==> config.mk <==
export PLATFORM = sky130hd
export DESIGN_NAME = tetris_top
export DESIGN_NICKNAME = d
export VERILOG_FILES = /design/src/logic/tetris_pkg.sv /design/src/logic/tetris_top.sv /design/src/logic/apb_grid_port.sv /design/src/logic/row_clear.sv /design/src/logic/piece_ctrl.sv /design/src/logic/grid_arbiter.sv /design/src/logic/grid_rows.sv
export SDC_FILE = /design/constraint.sdc
export NUM_CORES = 2
export LEC_CHECK = 0
export ABC_AREA = 1
export ABC_CLOCK_PERIOD_IN_PS = 7700
export BUFFER_PORTS_ARGS = -buffer_cell sky130_fd_sc_hd__buf_2
export CORE_ASPECT_RATIO = 0.9
export CORE_MARGIN = 2
export CORE_UTILIZATION = 55
export CTS_CLUSTER_DIAMETER = 100
export DETAILED_ROUTE_END_ITERATION = 12
export MAX_ROUTING_LAYER = met4
export PLACE_DENSITY_LB_ADDON = 0.1
export SYNTH_ARGS = -nofsm -noshare
export SYNTH_HDL_FRONTEND = slang
export SYNTH_SLANG_ARGS = --single-unit
==> constraint.sdc <==
create_clock -name frame_clk -period 7.7 [get_ports frame_clk]
set_clock_uncertainty 0.2 [all_clocks]
set_input_delay 0.385 -clock frame_clk [delete_from_list [all_inputs] [get_ports frame_clk]]
set_output_delay 0.385 -clock frame_clk [all_outputs]
set_load 0.02 [all_outputs]
==> src/logic/tetris_pkg.sv <==
/* shared grid sizes, cell and row types, piece kinds and masks,
   key codes, APB address map and timing constants */
`default_nettype none

package tetris_pkg;

    // ----------------------------------------
    // grid geometry
    // ----------------------------------------
    localparam int GRID_ROWS = 20;
    localparam int GRID_COLS = 10;

    typedef logic [2:0] cell_t;
    typedef logic [29:0] row_t;
    typedef logic [4:0] row_idx_t;
    typedef logic [3:0] col_idx_t;

    localparam cell_t CELL_EMPTY = 3'd7;
    localparam row_t ROW_EMPTY = {GRID_COLS{CELL_EMPTY}};

    typedef enum logic [2:0] {
        KIND_I = 3'd0,
        KIND_J = 3'd1,
        KIND_L = 3'd2,
        KIND_O = 3'd3,
        KIND_S = 3'd4,
        KIND_T = 3'd5
    } kind_t;

    // box origin at spawn, row is always 0
    localparam col_idx_t SPAWN_COL = 4'd3;
    localparam int GRAVITY_FRAMES = 32;

    localparam logic [7:0] KEY_LEFT = 8'h04;
    localparam logic [7:0] KEY_RIGHT = 8'h07;
    localparam logic [7:0] KEY_DROP = 8'h16;

    typedef logic [9:0] score_t;

    typedef logic [4:0] apb_addr_t;
    localparam apb_addr_t ADDR_SCORE = 5'd20;
    localparam apb_addr_t ADDR_STATUS = 5'd21;

    // index into the arbiter req and gnt vectors
    typedef enum logic [1:0] {
        REQ_CLEAR = 2'd0,
        REQ_PIECE = 2'd1,
        REQ_HOST = 2'd2
    } requester_t;

    // 2x4 box, top row in bits 3..0, bottom row in bits 7..4
    function automatic logic [7:0] piece_mask(input kind_t kind);
        case (kind)
            KIND_I: piece_mask = 8'hF0;
            KIND_J: piece_mask = 8'hE2;
            KIND_L: piece_mask = 8'hE8;
            KIND_O: piece_mask = 8'h66;
            KIND_S: piece_mask = 8'h6C;
            KIND_T: piece_mask = 8'hE4;
            default: piece_mask = 8'h00;
        endcase
    endfunction

endpackage

`default_nettype wire
==> src/logic/tetris_top.sv <==
/* top level, row memory, arbiter, piece controller, row clearer, APB port */
`timescale 1ns/1ns
`default_nettype none

module tetris_top import tetris_pkg::*; (
    input  logic       frame_clk,
    input  logic       reset,
    input  logic [7:0] keycode,
    output score_t     score,
    output kind_t      next_block,
    input  logic       psel,
    input  logic       penable,
    input  logic       pwrite,
    input  apb_addr_t  paddr,
    input  row_t       pwdata,
    output row_t       prdata,
    output logic       pready,
    output logic       pslverr
);

    // ----------------------------------------
    // memory bus
    // ----------------------------------------
    logic [2:0]  gnt;
    row_idx_t    mem_addr;
    logic        mem_wr_en;
    row_t        mem_wdata;
    row_t        rd_row;

    logic        clear_req, piece_req, host_req;
    row_idx_t    clear_addr, piece_addr, host_addr;
    logic        clear_wr_en, piece_wr_en;
    row_t        clear_wdata, piece_wdata;

    logic        clear_start, clear_done;
    logic [11:0] status;

    grid_rows u_rows (
        .frame_clk (frame_clk),
        .reset     (reset),
        .addr      (mem_addr),
        .wr_en     (mem_wr_en),
        .wdata     (mem_wdata),
        .rd_row    (rd_row)
    );

    grid_arbiter u_arb (
        .frame_clk   (frame_clk),
        .reset       (reset),
        .req         ({host_req, piece_req, clear_req}),
        .clear_addr  (clear_addr),
        .piece_addr  (piece_addr),
        .host_addr   (host_addr),
        .clear_wr_en (clear_wr_en),
        .piece_wr_en (piece_wr_en),
        .clear_wdata (clear_wdata),
        .piece_wdata (piece_wdata),
        .gnt         (gnt),
        .addr        (mem_addr),
        .wr_en       (mem_wr_en),
        .wdata       (mem_wdata)
    );

    piece_ctrl u_piece (
        .frame_clk   (frame_clk),
        .reset       (reset),
        .keycode     (keycode),
        .gnt         (gnt[REQ_PIECE]),
        .rd_row      (rd_row),
        .req         (piece_req),
        .addr        (piece_addr),
        .wr_en       (piece_wr_en),
        .wdata       (piece_wdata),
        .clear_start (clear_start),
        .clear_done  (clear_done),
        .next_block  (next_block),
        .status      (status)
    );

    row_clear u_clear (
        .frame_clk   (frame_clk),
        .reset       (reset),
        .clear_start (clear_start),
        .gnt         (gnt[REQ_CLEAR]),
        .rd_row      (rd_row),
        .req         (clear_req),
        .addr        (clear_addr),
        .wr_en       (clear_wr_en),
        .wdata       (clear_wdata),
        .clear_done  (clear_done),
        .score       (score)
    );

    apb_grid_port u_apb (
        .frame_clk (frame_clk),
        .reset     (reset),
        .psel      (psel),
        .penable   (penable),
        .pwrite    (pwrite),
        .paddr     (paddr),
        .pwdata    (pwdata),
        .prdata    (prdata),
        .pready    (pready),
        .pslverr   (pslverr),
        .gnt       (gnt[REQ_HOST]),
        .rd_row    (rd_row),
        .req       (host_req),
        .addr      (host_addr),
        .score     (score),
        .status    (status)
    );

endmodule

`default_nettype wire

==> src/logic/apb_grid_port.sv <==
/* read-only APB slave for grid rows, score and piece status */
`timescale 1ns/1ns
`default_nettype none

module apb_grid_port import tetris_pkg::*; (
    input  logic        frame_clk,
    input  logic        reset,
    input  logic        psel,
    input  logic        penable,
    input  logic        pwrite,
    input  apb_addr_t   paddr,
    input  row_t        pwdata,
    output row_t        prdata,
    output logic        pready,
    output logic        pslverr,
    input  logic        gnt,
    input  row_t        rd_row,
    output logic        req,
    output row_idx_t    addr,
    input  score_t      score,
    input  logic [11:0] status
);

    logic direct;
    logic row_ready;

    // writes, score, status and bad addresses need no memory access
    assign direct = pwrite || paddr >= ADDR_SCORE;
    assign req = psel && penable && !direct && !row_ready;
    assign addr = row_idx_t'(paddr);
    assign pready = psel && penable && (direct || row_ready);
    assign pslverr = pready && (pwrite || paddr > ADDR_STATUS);

    always_comb begin
        if (paddr == ADDR_SCORE) begin
            prdata = row_t'(score);
        end else if (paddr == ADDR_STATUS) begin
            prdata = row_t'(status);
        end else if (paddr < GRID_ROWS) begin
            prdata = rd_row;
        end else begin
            prdata = '0;
        end
    end

    // rd_row is valid the cycle after the grant
    always_ff @(posedge frame_clk) begin
        if (reset) begin
            row_ready <= 1'b0;
        end else begin
            row_ready <= req && gnt;
        end
    end

    // an access phase always follows a cycle with psel high
    a_pready_in_access: assert property (@(posedge frame_clk) disable iff (reset)
        pready |-> psel && penable && $past(psel))
        else $error("pready outside an access phase");

    a_wdata_known: assert property (@(posedge frame_clk) disable iff (reset)
        psel && pwrite |-> !$isunknown(pwdata))
        else $error("host write with unknown data");

endmodule

`default_nettype wire

==> src/logic/row_clear.sv <==
/* full-row scan from the bottom, row shift-down and score count */
`timescale 1ns/1ns
`default_nettype none

module row_clear import tetris_pkg::*; (
    input  logic     frame_clk,
    input  logic     reset,
    input  logic     clear_start,
    input  logic     gnt,
    input  row_t     rd_row,
    output logic     req,
    output row_idx_t addr,
    output logic     wr_en,
    output row_t     wdata,
    output logic     clear_done,
    output score_t   score
);

    typedef enum logic [2:0] {CL_IDLE, CL_READ, CL_CHECK, CL_SRC, CL_COPY, CL_TOP} clr_state_t;

    clr_state_t state;
    row_idx_t   cur;
    row_idx_t   dst;
    logic       row_full;

    always_comb begin
        row_full = 1'b1;
        for (int c = 0; c < GRID_COLS; c++) begin
            if (rd_row[c*3 +: 3] == CELL_EMPTY) begin
                row_full = 1'b0;
            end
        end
    end

    // top priority, so every request is granted at once
    // and rd_row can go straight back as write data
    always_comb begin
        req = 1'b0;
        wr_en = 1'b0;
        addr = cur;
        wdata = rd_row;
        case (state)
            CL_READ: req = 1'b1;
            CL_SRC: begin
                req = 1'b1;
                addr = dst - 5'd1;
            end
            CL_COPY: begin
                req = 1'b1;
                wr_en = 1'b1;
                addr = dst;
            end
            CL_TOP: begin
                req = 1'b1;
                wr_en = 1'b1;
                addr = '0;
                wdata = ROW_EMPTY;
            end
            default: ;
        endcase
    end

    always_ff @(posedge frame_clk) begin
        if (reset) begin
            state <= CL_IDLE;
            cur <= '0;
            dst <= '0;
            score <= '0;
            clear_done <= 1'b0;
        end else begin
            clear_done <= 1'b0;
            case (state)
                CL_IDLE: begin
                    if (clear_start) begin
                        cur <= row_idx_t'(GRID_ROWS - 1);
                        state <= CL_READ;
                    end
                end
                CL_READ: if (gnt) state <= CL_CHECK;
                CL_CHECK: begin
                    if (row_full) begin
                        score <= score + 10'd1;
                        dst <= cur;
                        state <= (cur == '0) ? CL_TOP : CL_SRC;
                    end else if (cur == '0) begin
                        clear_done <= 1'b1;
                        state <= CL_IDLE;
                    end else begin
                        cur <= cur - 5'd1;
                        state <= CL_READ;
                    end
                end
                CL_SRC: if (gnt) state <= CL_COPY;
                CL_COPY: begin
                    if (gnt) begin
                        if (dst == 5'd1) begin
                            state <= CL_TOP;
                        end else begin
                            dst <= dst - 5'd1;
                            state <= CL_SRC;
                        end
                    end
                end
                // rescan the same row after the shift
                CL_TOP: if (gnt) state <= CL_READ;
                default: state <= CL_IDLE;
            endcase
        end
    end

    a_start_when_idle: assert property (@(posedge frame_clk) disable iff (reset)
        clear_start |-> state == CL_IDLE)
        else $error("clear_start during a running scan");

endmodule

`default_nettype wire

==> src/logic/piece_ctrl.sv <==
/* active piece registers, gravity, key edges, collision, lock and spawn */
`timescale 1ns/1ns
`default_nettype none

module piece_ctrl import tetris_pkg::*; (
    input  logic        frame_clk,
    input  logic        reset,
    input  logic [7:0]  keycode,
    input  logic        gnt,
    input  row_t        rd_row,
    output logic        req,
    output row_idx_t    addr,
    output logic        wr_en,
    output row_t        wdata,
    output logic        clear_start,
    input  logic        clear_done,
    output kind_t       next_block,
    output logic [11:0] status
);

    typedef enum logic [2:0] {IDLE, READ, DECIDE, LOCK, WAIT_CLEAR, SPAWN} state_t;

    state_t     state;
    kind_t      kind;
    col_idx_t   bx;
    row_idx_t   by;
    logic       mv_left, mv_right, mv_down, locking;
    logic       phase, rd_wait;
    logic       drop_pend, grav_pend;
    logic [4:0] grav_cnt;
    logic [7:0] key_prev;
    row_t       row_buf [2];
    row_t       lock_row [2];
    logic [7:0] mask;
    logic       blocked, cols_ok, key_edge, grav_tick;
    int         new_col;

    assign mask = piece_mask(kind);
    assign key_edge = (keycode != key_prev);
    assign grav_tick = (grav_cnt == 5'(GRAVITY_FRAMES - 1));
    assign next_block = (kind == KIND_T) ? KIND_I : kind_t'(kind + 3'd1);
    assign status = {by, bx, 3'(kind)};

    // ----------------------------------------
    // collision test of the shifted mask
    // ----------------------------------------
    always_comb begin
        new_col = int'(bx) + int'(mv_right) - int'(mv_left);
        blocked = (new_col < 0);
        for (int r = 0; r < 2; r++) begin
            for (int c = 0; c < 4; c++) begin
                if (mask[r*4+c]) begin
                    if (new_col + c < 0 || new_col + c >= GRID_COLS) begin
                        blocked = 1'b1;
                    end else if (int'(by) + int'(mv_down) + r >= GRID_ROWS) begin
                        blocked = 1'b1;
                    end else if (row_buf[r][(new_col+c)*3 +: 3] != CELL_EMPTY) begin
                        blocked = 1'b1;
                    end
                end
            end
        end
    end

    // rows y and y+1 with the piece merged in
    always_comb begin
        for (int r = 0; r < 2; r++) begin
            lock_row[r] = row_buf[r];
            for (int c = 0; c < 4; c++) begin
                if (mask[r*4+c] && int'(bx) + c < GRID_COLS) begin
                    lock_row[r][(int'(bx)+c)*3 +: 3] = cell_t'(kind);
                end
            end
        end
    end

    always_comb begin
        cols_ok = 1'b1;
        for (int c = 0; c < 4; c++) begin
            if ((mask[c] || mask[c+4]) && int'(bx) + c >= GRID_COLS) begin
                cols_ok = 1'b0;
            end
        end
    end

    always_comb begin
        req = 1'b0;
        wr_en = 1'b0;
        addr = by;
        wdata = lock_row[phase];
        case (state)
            READ: begin
                req = !rd_wait;
                addr = by + row_idx_t'(mv_down) + row_idx_t'(phase);
            end
            LOCK: begin
                req = 1'b1;
                wr_en = 1'b1;
                addr = by + row_idx_t'(phase);
            end
            default: ;
        endcase
    end

    always_ff @(posedge frame_clk) begin
        if (state == READ && rd_wait) begin
            row_buf[phase] <= rd_row;
        end
    end

    // ----------------------------------------
    // piece FSM
    // ----------------------------------------
    always_ff @(posedge frame_clk) begin
        if (reset) begin
            state <= IDLE;
            kind <= KIND_I;
            bx <= SPAWN_COL;
            by <= '0;
            {mv_left, mv_right, mv_down, locking} <= 4'b0000;
            phase <= 1'b0;
            rd_wait <= 1'b0;
            drop_pend <= 1'b0;
            grav_pend <= 1'b0;
            grav_cnt <= '0;
            key_prev <= 8'h00;
            clear_start <= 1'b0;
        end else begin
            grav_cnt <= grav_cnt + 5'd1;
            key_prev <= keycode;
            clear_start <= 1'b0;
            if (grav_tick) begin
                grav_pend <= 1'b1;
            end
            case (state)
                IDLE: begin
                    if (drop_pend || grav_pend || grav_tick) begin
                        {mv_left, mv_right, mv_down} <= 3'b001;
                        grav_pend <= 1'b0;
                        state <= READ;
                    end else if (key_edge && keycode == KEY_LEFT) begin
                        {mv_left, mv_right, mv_down} <= 3'b100;
                        state <= READ;
                    end else if (key_edge && keycode == KEY_RIGHT) begin
                        {mv_left, mv_right, mv_down} <= 3'b010;
                        state <= READ;
                    end else if (key_edge && keycode == KEY_DROP) begin
                        drop_pend <= 1'b1;
                        {mv_left, mv_right, mv_down} <= 3'b001;
                        state <= READ;
                    end
                end
                READ: begin
                    if (rd_wait) begin
                        rd_wait <= 1'b0;
                        phase <= ~phase;
                        if (phase) begin
                            state <= locking ? LOCK : DECIDE;
                        end
                    end else if (gnt) begin
                        rd_wait <= 1'b1;
                    end
                end
                DECIDE: begin
                    if (!blocked) begin
                        bx <= col_idx_t'(new_col);
                        by <= by + row_idx_t'(mv_down);
                        state <= IDLE;
                    end else if (mv_down) begin
                        // reread rows y and y+1 for the lock
                        locking <= 1'b1;
                        mv_down <= 1'b0;
                        state <= READ;
                    end else begin
                        state <= IDLE;
                    end
                end
                LOCK: begin
                    if (gnt) begin
                        phase <= ~phase;
                        if (phase) begin
                            locking <= 1'b0;
                            clear_start <= 1'b1;
                            state <= WAIT_CLEAR;
                        end
                    end
                end
                WAIT_CLEAR: begin
                    if (clear_done) begin
                        state <= SPAWN;
                    end
                end
                SPAWN: begin
                    kind <= next_block;
                    bx <= SPAWN_COL;
                    by <= '0;
                    drop_pend <= 1'b0;
                    grav_pend <= 1'b0;
                    state <= IDLE;
                end
                default: state <= IDLE;
            endcase
        end
    end

    a_cols_in_grid: assert property (@(posedge frame_clk) disable iff (reset)
        cols_ok)
        else $error("active piece covers a column outside the grid");

endmodule

`default_nettype wire

==> src/logic/grid_arbiter.sv <==
/* fixed-priority arbiter for the row memory, clearer over piece over host */
`timescale 1ns/1ns
`default_nettype none

module grid_arbiter import tetris_pkg::*; (
    input  logic       frame_clk,
    input  logic       reset,
    input  logic [2:0] req,
    input  row_idx_t   clear_addr,
    input  row_idx_t   piece_addr,
    input  row_idx_t   host_addr,
    input  logic       clear_wr_en,
    input  logic       piece_wr_en,
    input  row_t       clear_wdata,
    input  row_t       piece_wdata,
    output logic [2:0] gnt,
    output row_idx_t   addr,
    output logic       wr_en,
    output row_t       wdata
);

    always_comb begin
        gnt = 3'b000;
        if (req[REQ_CLEAR]) begin
            gnt[REQ_CLEAR] = 1'b1;
        end else if (req[REQ_PIECE]) begin
            gnt[REQ_PIECE] = 1'b1;
        end else if (req[REQ_HOST]) begin
            gnt[REQ_HOST] = 1'b1;
        end
    end

    // forward the winner, host is read only
    assign addr = gnt[REQ_CLEAR] ? clear_addr :
                  gnt[REQ_PIECE] ? piece_addr : host_addr;
    assign wr_en = (gnt[REQ_CLEAR] & clear_wr_en) | (gnt[REQ_PIECE] & piece_wr_en);
    assign wdata = gnt[REQ_CLEAR] ? clear_wdata : piece_wdata;

    a_gnt_onehot: assert property (@(posedge frame_clk) disable iff (reset)
        $onehot0(gnt))
        else $error("more than one row memory grant");

    // a host cycle must not hide a write from another requester
    a_host_no_write: assert property (@(posedge frame_clk) disable iff (reset)
        gnt[REQ_HOST] |-> !clear_wr_en && !piece_wr_en)
        else $error("write pending while the host holds the row memory");

endmodule

`default_nettype wire

==> src/logic/grid_rows.sv <==
/* row memory of locked cells, single read/write port, registered read */
`timescale 1ns/1ns
`default_nettype none

module grid_rows import tetris_pkg::*; (
    input  logic     frame_clk,
    input  logic     reset,
    input  row_idx_t addr,
    input  logic     wr_en,
    input  row_t     wdata,
    output row_t     rd_row
);

    row_t rows [GRID_ROWS];

    always_ff @(posedge frame_clk) begin
        if (reset) begin
            for (int r = 0; r < GRID_ROWS; r++) begin
                rows[r] <= ROW_EMPTY;
            end
        end else if (wr_en) begin
            rows[addr] <= wdata;
        end
    end

    // rows past the floor read as empty
    always_ff @(posedge frame_clk) begin
        rd_row <= (addr < GRID_ROWS) ? rows[addr] : ROW_EMPTY;
    end

endmodule

`default_nettype wire

==> reports/results.tsv <==
stage	metric	value	unit
outcome	run status	finished clean	
setup_path	classification of the worst setup path	reg2reg	
place	routability congestion estimate	1.02	
final_layout	Nets	5716	
final_layout	post-layout instance area	49300	sq um
global_routing	vias in the first global route	39200	
yosys	syn_area_per_cell	8.03	sq um
die	I/O pins	93	
setup_path	slowest stage delay, CP	0.52	ns
place	post-DP HPWL	113	mm
sta	post-route setup TNS	0	ns
routing	DRT Wirelength	176	mm
die	die height	277	um
yosys	Post-synth EDFFs	660	
final_layout	Layout Cells excl Fill	6682	
final_layout	Area Overhead vs Synth	8.50	%
global_routing	global route overflow	0	
clock_network	CTS Buffer Depth	3	
final_layout	FILL cells	7448	
hold_path	hold path cells	2	
sta	Relative slew margins	12.4	%
yosys	post-synthesis async set-or-reset flop share	0	%
yosys	syn_nets	5824	
place	Place WS	1.01	ns
place	Placed Instance Area	46500	sq um
clock_network	PostCTS Resize Cnt	0	
die	chip width	307	um
die	Die Area	84900	sq um
setup_path	critical path fanouts, max	47	
global_routing	antenna violations before repair	4	
clock_network	root buf cell	clkbuf_16	
yosys	YS warnings	0	
routing	vias per inst	6.34	
clock_network	clock-pin slew on the worst setup and hold paths	0.06	ns
routing	DRT iter0 DRCs	5820	
sta	Final Slew Violations	0	
clock_network	H-tree levels	3	
pwr	Pwr Density	218	nW/um^2
routing	DRC	0	
routing	antenna-violating nets left	0	
yosys	number of distinct library cells after synthesis	71	
hold_path	hold worst-path end	u_piece.grav_cnt[1]$_SDFF_PP0_	
setup_path	Setup crit start kind	register	
setup_path	CP bufs+invs	7	
yosys	Post-synth top flop	edfxtp_1	
sta	final setup fails	0	
place	cell count after placement	6509	
final_layout	layout cell share with drive strength beyond 1	8.62	%
sta	Max Freq	147	MHz
yosys	synthesized area	45400	sq um
routing	router iterations before antenna repair	6	
die	Core Region	81400	sq um
sta	final hold violation count	0	
setup_path	delay-heaviest family, CP	simple AND/OR/NAND/NOR gates	
global_routing	GRT Overall Usage	42.2	%
setup_path	r2r setup slk	0.90	ns
sta	period utilization	88.3	%
setup_path	FF-to-FF End	u_piece.by[2]$_SDFFE_PP0P_	
pwr	LEAKAGE	17.3	nW
yosys	Seq cells post-synth	752	
yosys	Seq/Total Area, Yosys	47.7	%
die	FP Rows	99	
setup_path	Worst Path Arrival	7.18	ns
hold_path	Hold Path Origin	reset	
clock_network	clock sink total	752	
yosys	Post-Synthesis Cells	5659	
setup_path	Worst Path Required	8.08	ns
global_routing	largest net degree at the start of global routing	151	
pwr	final total power	10.7	mW
setup_path	Worst path slowest cell	dfxtp_1	
global_routing	first-pass GRT wire length	258	mm
setup_path	worst r2r src	u_piece.bx[2]$_SDFFE_PP0P_	
clock_network	TritonCTS clock tree	yes	
clock_network	Inserted Clock Buffers	81	
pwr	maximum vdd drop	0.229	mV
sta	Final WS setup	0.902	ns
sta	slew of the pin with the lowest slew margin	1.31	ns
routing	WL/cell	26.4	um
clock_network	Clock Latency Late Sink	0.67	ns
routing	Vias	42300	
hold_path	Hold WC Path Type	in2reg	
setup_path	Critical Path End Type	register	
sta	RSZ-0062 raised after global routing	false	
die	Initial Utilization	55.8	%
job	max-cap check violation count	0	
setup_path	R2R cell count	39	
sta	Tmin final	6.80	ns
place	PortBufs	62	
setup_path	CP most frequent cell	nand2_1	
[per-layer routing]
| metal | track usage, % | wire, um |
|---|---|---|
| met5 | - | 0 |
| met4 | 24.2 | 11900 |
| met3 | 9.37 | 21800 |
| met2 | 62.2 | 77200 |
| met1 | 53.6 | 65300 |
[sequential cells by signal, summed over array words and instances (netlist names), 3 cells and up]
register / count
u_clear.score: 10
u_clear.cur: 5
u_rows.rd_row: 30
u_piece.row_buf: 60
u_rows.rows: 600
u_piece.key_prev: 8
u_piece.bx: 4
u_piece.kind: 3
u_piece.grav_cnt: 5
u_clear.dst: 5
u_piece.state: 3
u_piece.by: 5
u_clear.state: 3
[Yosys cell counts (all sizes together) (8+ instances only)]
cell        n  area share, %
a211oi     11           0.18
a21oi     157            1.7
a22oi      62            1.0
a31oi      34           0.47
a41oi      32           0.62
buf       222            2.8
clkbuf    160            1.3
clkinv     11          0.091
dfxtp      92            4.1
edfxtp    660             44
ha        111            3.1
inv       441            3.7
nand2    1708             14
nand3     702            7.8
nand3b      9           0.15
nand4     154            2.1
nor2      472            4.3
nor3       63           0.74
nor4       13           0.18
o2111ai     8           0.15
o211ai     52           0.88
o21ai     317            3.5
o21bai     13           0.21
o221ai     26           0.52
o22ai      27           0.40
o31ai      11           0.18
or2        12           0.17
xnor2      18           0.36
xor2       22           0.46
[cells by family (layout without fill, tap and decap cells)]
| family | Yosys count | after routing | share of synthesized area (%) |
|---|---|---|---|
| AOI/OAI and AO/OA | 776 | 776 | 10.4 |
| xor gates and xnor gates | 40 | 40 | 0.821 |
| adders and majority gates | 117 | 117 | 3.32 |
| buffers and inverters | 834 | 791 | 7.84 |
| DFF | 752 | 752 | 47.7 |
| muxes | 2 | 2 | 0.0441 |
| other | 0 | 6 | 0 |
| and+or+nand+nor | 3138 | 3138 | 29.8 |
[through the flow]
stage	utilization, %	hold slack, ns
2_1_floorplan	-	0.218
3_3_place_gp	57.1	0.236
3_5_place_dp	57.1	0.256
4_1_cts	60.5	0.00159
5_1_grt	60.5	0.0569
6_report	60.6	0.0273
[what timing repair did]
item / in CTS / in global routing
endpoints found under the setup margin: 0 / 0
hold endpoints to repair: 9 / 0
hold buffers: 19 / 0
buffers inserted: 0 / 0
[area by class of cell]
type / count / area (sq um) / area share, %
Clock inverter: 40 / 397 / 0.805
Antenna cell: 6 / 15.0 / 0.0305
Tap cell: 1060 / 1330 / 2.69
Multi-Input combinational cell: 4073 / 20600 / 41.8
Sequential cell: 752 / 21700 / 44.0
Timing Repair Buffer: 191 / 1350 / 2.74
Inverter: 452 / 1710 / 3.48
Clock buffer: 108 / 2210 / 4.49
[power breakdown]
group	internal (mW)	switching, mW	leakage (nW)	total, mW
logic	0.570	1.49	10.7	2.06
registers	4.55	0.291	5.34	4.84
clock network	2.15	1.70	1.28	3.85
[cells in the final DEF (no fill, tap or decap), types with 62 or more instances in the layout]
cell type / instances
nand2_1: 1682
nand3_1: 696
edfxtp_1: 660
nor2_1: 414
inv_1: 388
o21ai_0: 241
a21oi_1: 157
nand4_1: 153
ha_1: 110
buf_4: 108
dfxtp_1: 92
clkbuf_16: 83
buf_2: 62
[worst max path at each step]
stage | startpoint | end | cells after the start
2_1_floorplan | u_piece.bx[0]$_SDFFE_PP1P_ | u_piece.bx[1]$_SDFFE_PP1P_ | 35
3_3_place_gp | u_piece.bx[2]$_SDFFE_PP0P_ | u_piece.by[2]$_SDFFE_PP0P_ | 33
3_5_place_dp | u_piece.bx[2]$_SDFFE_PP0P_ | u_piece.by[2]$_SDFFE_PP0P_ | 39
4_1_cts | u_piece.bx[2]$_SDFFE_PP0P_ | u_piece.by[2]$_SDFFE_PP0P_ | 39
5_1_grt | u_piece.bx[2]$_SDFFE_PP0P_ | u_piece.by[2]$_SDFFE_PP0P_ | 39
6_report | u_piece.bx[2]$_SDFFE_PP0P_ | u_piece.by[2]$_SDFFE_PP0P_ | 39
Note: power is estimated with default switching activity, not from simulation.
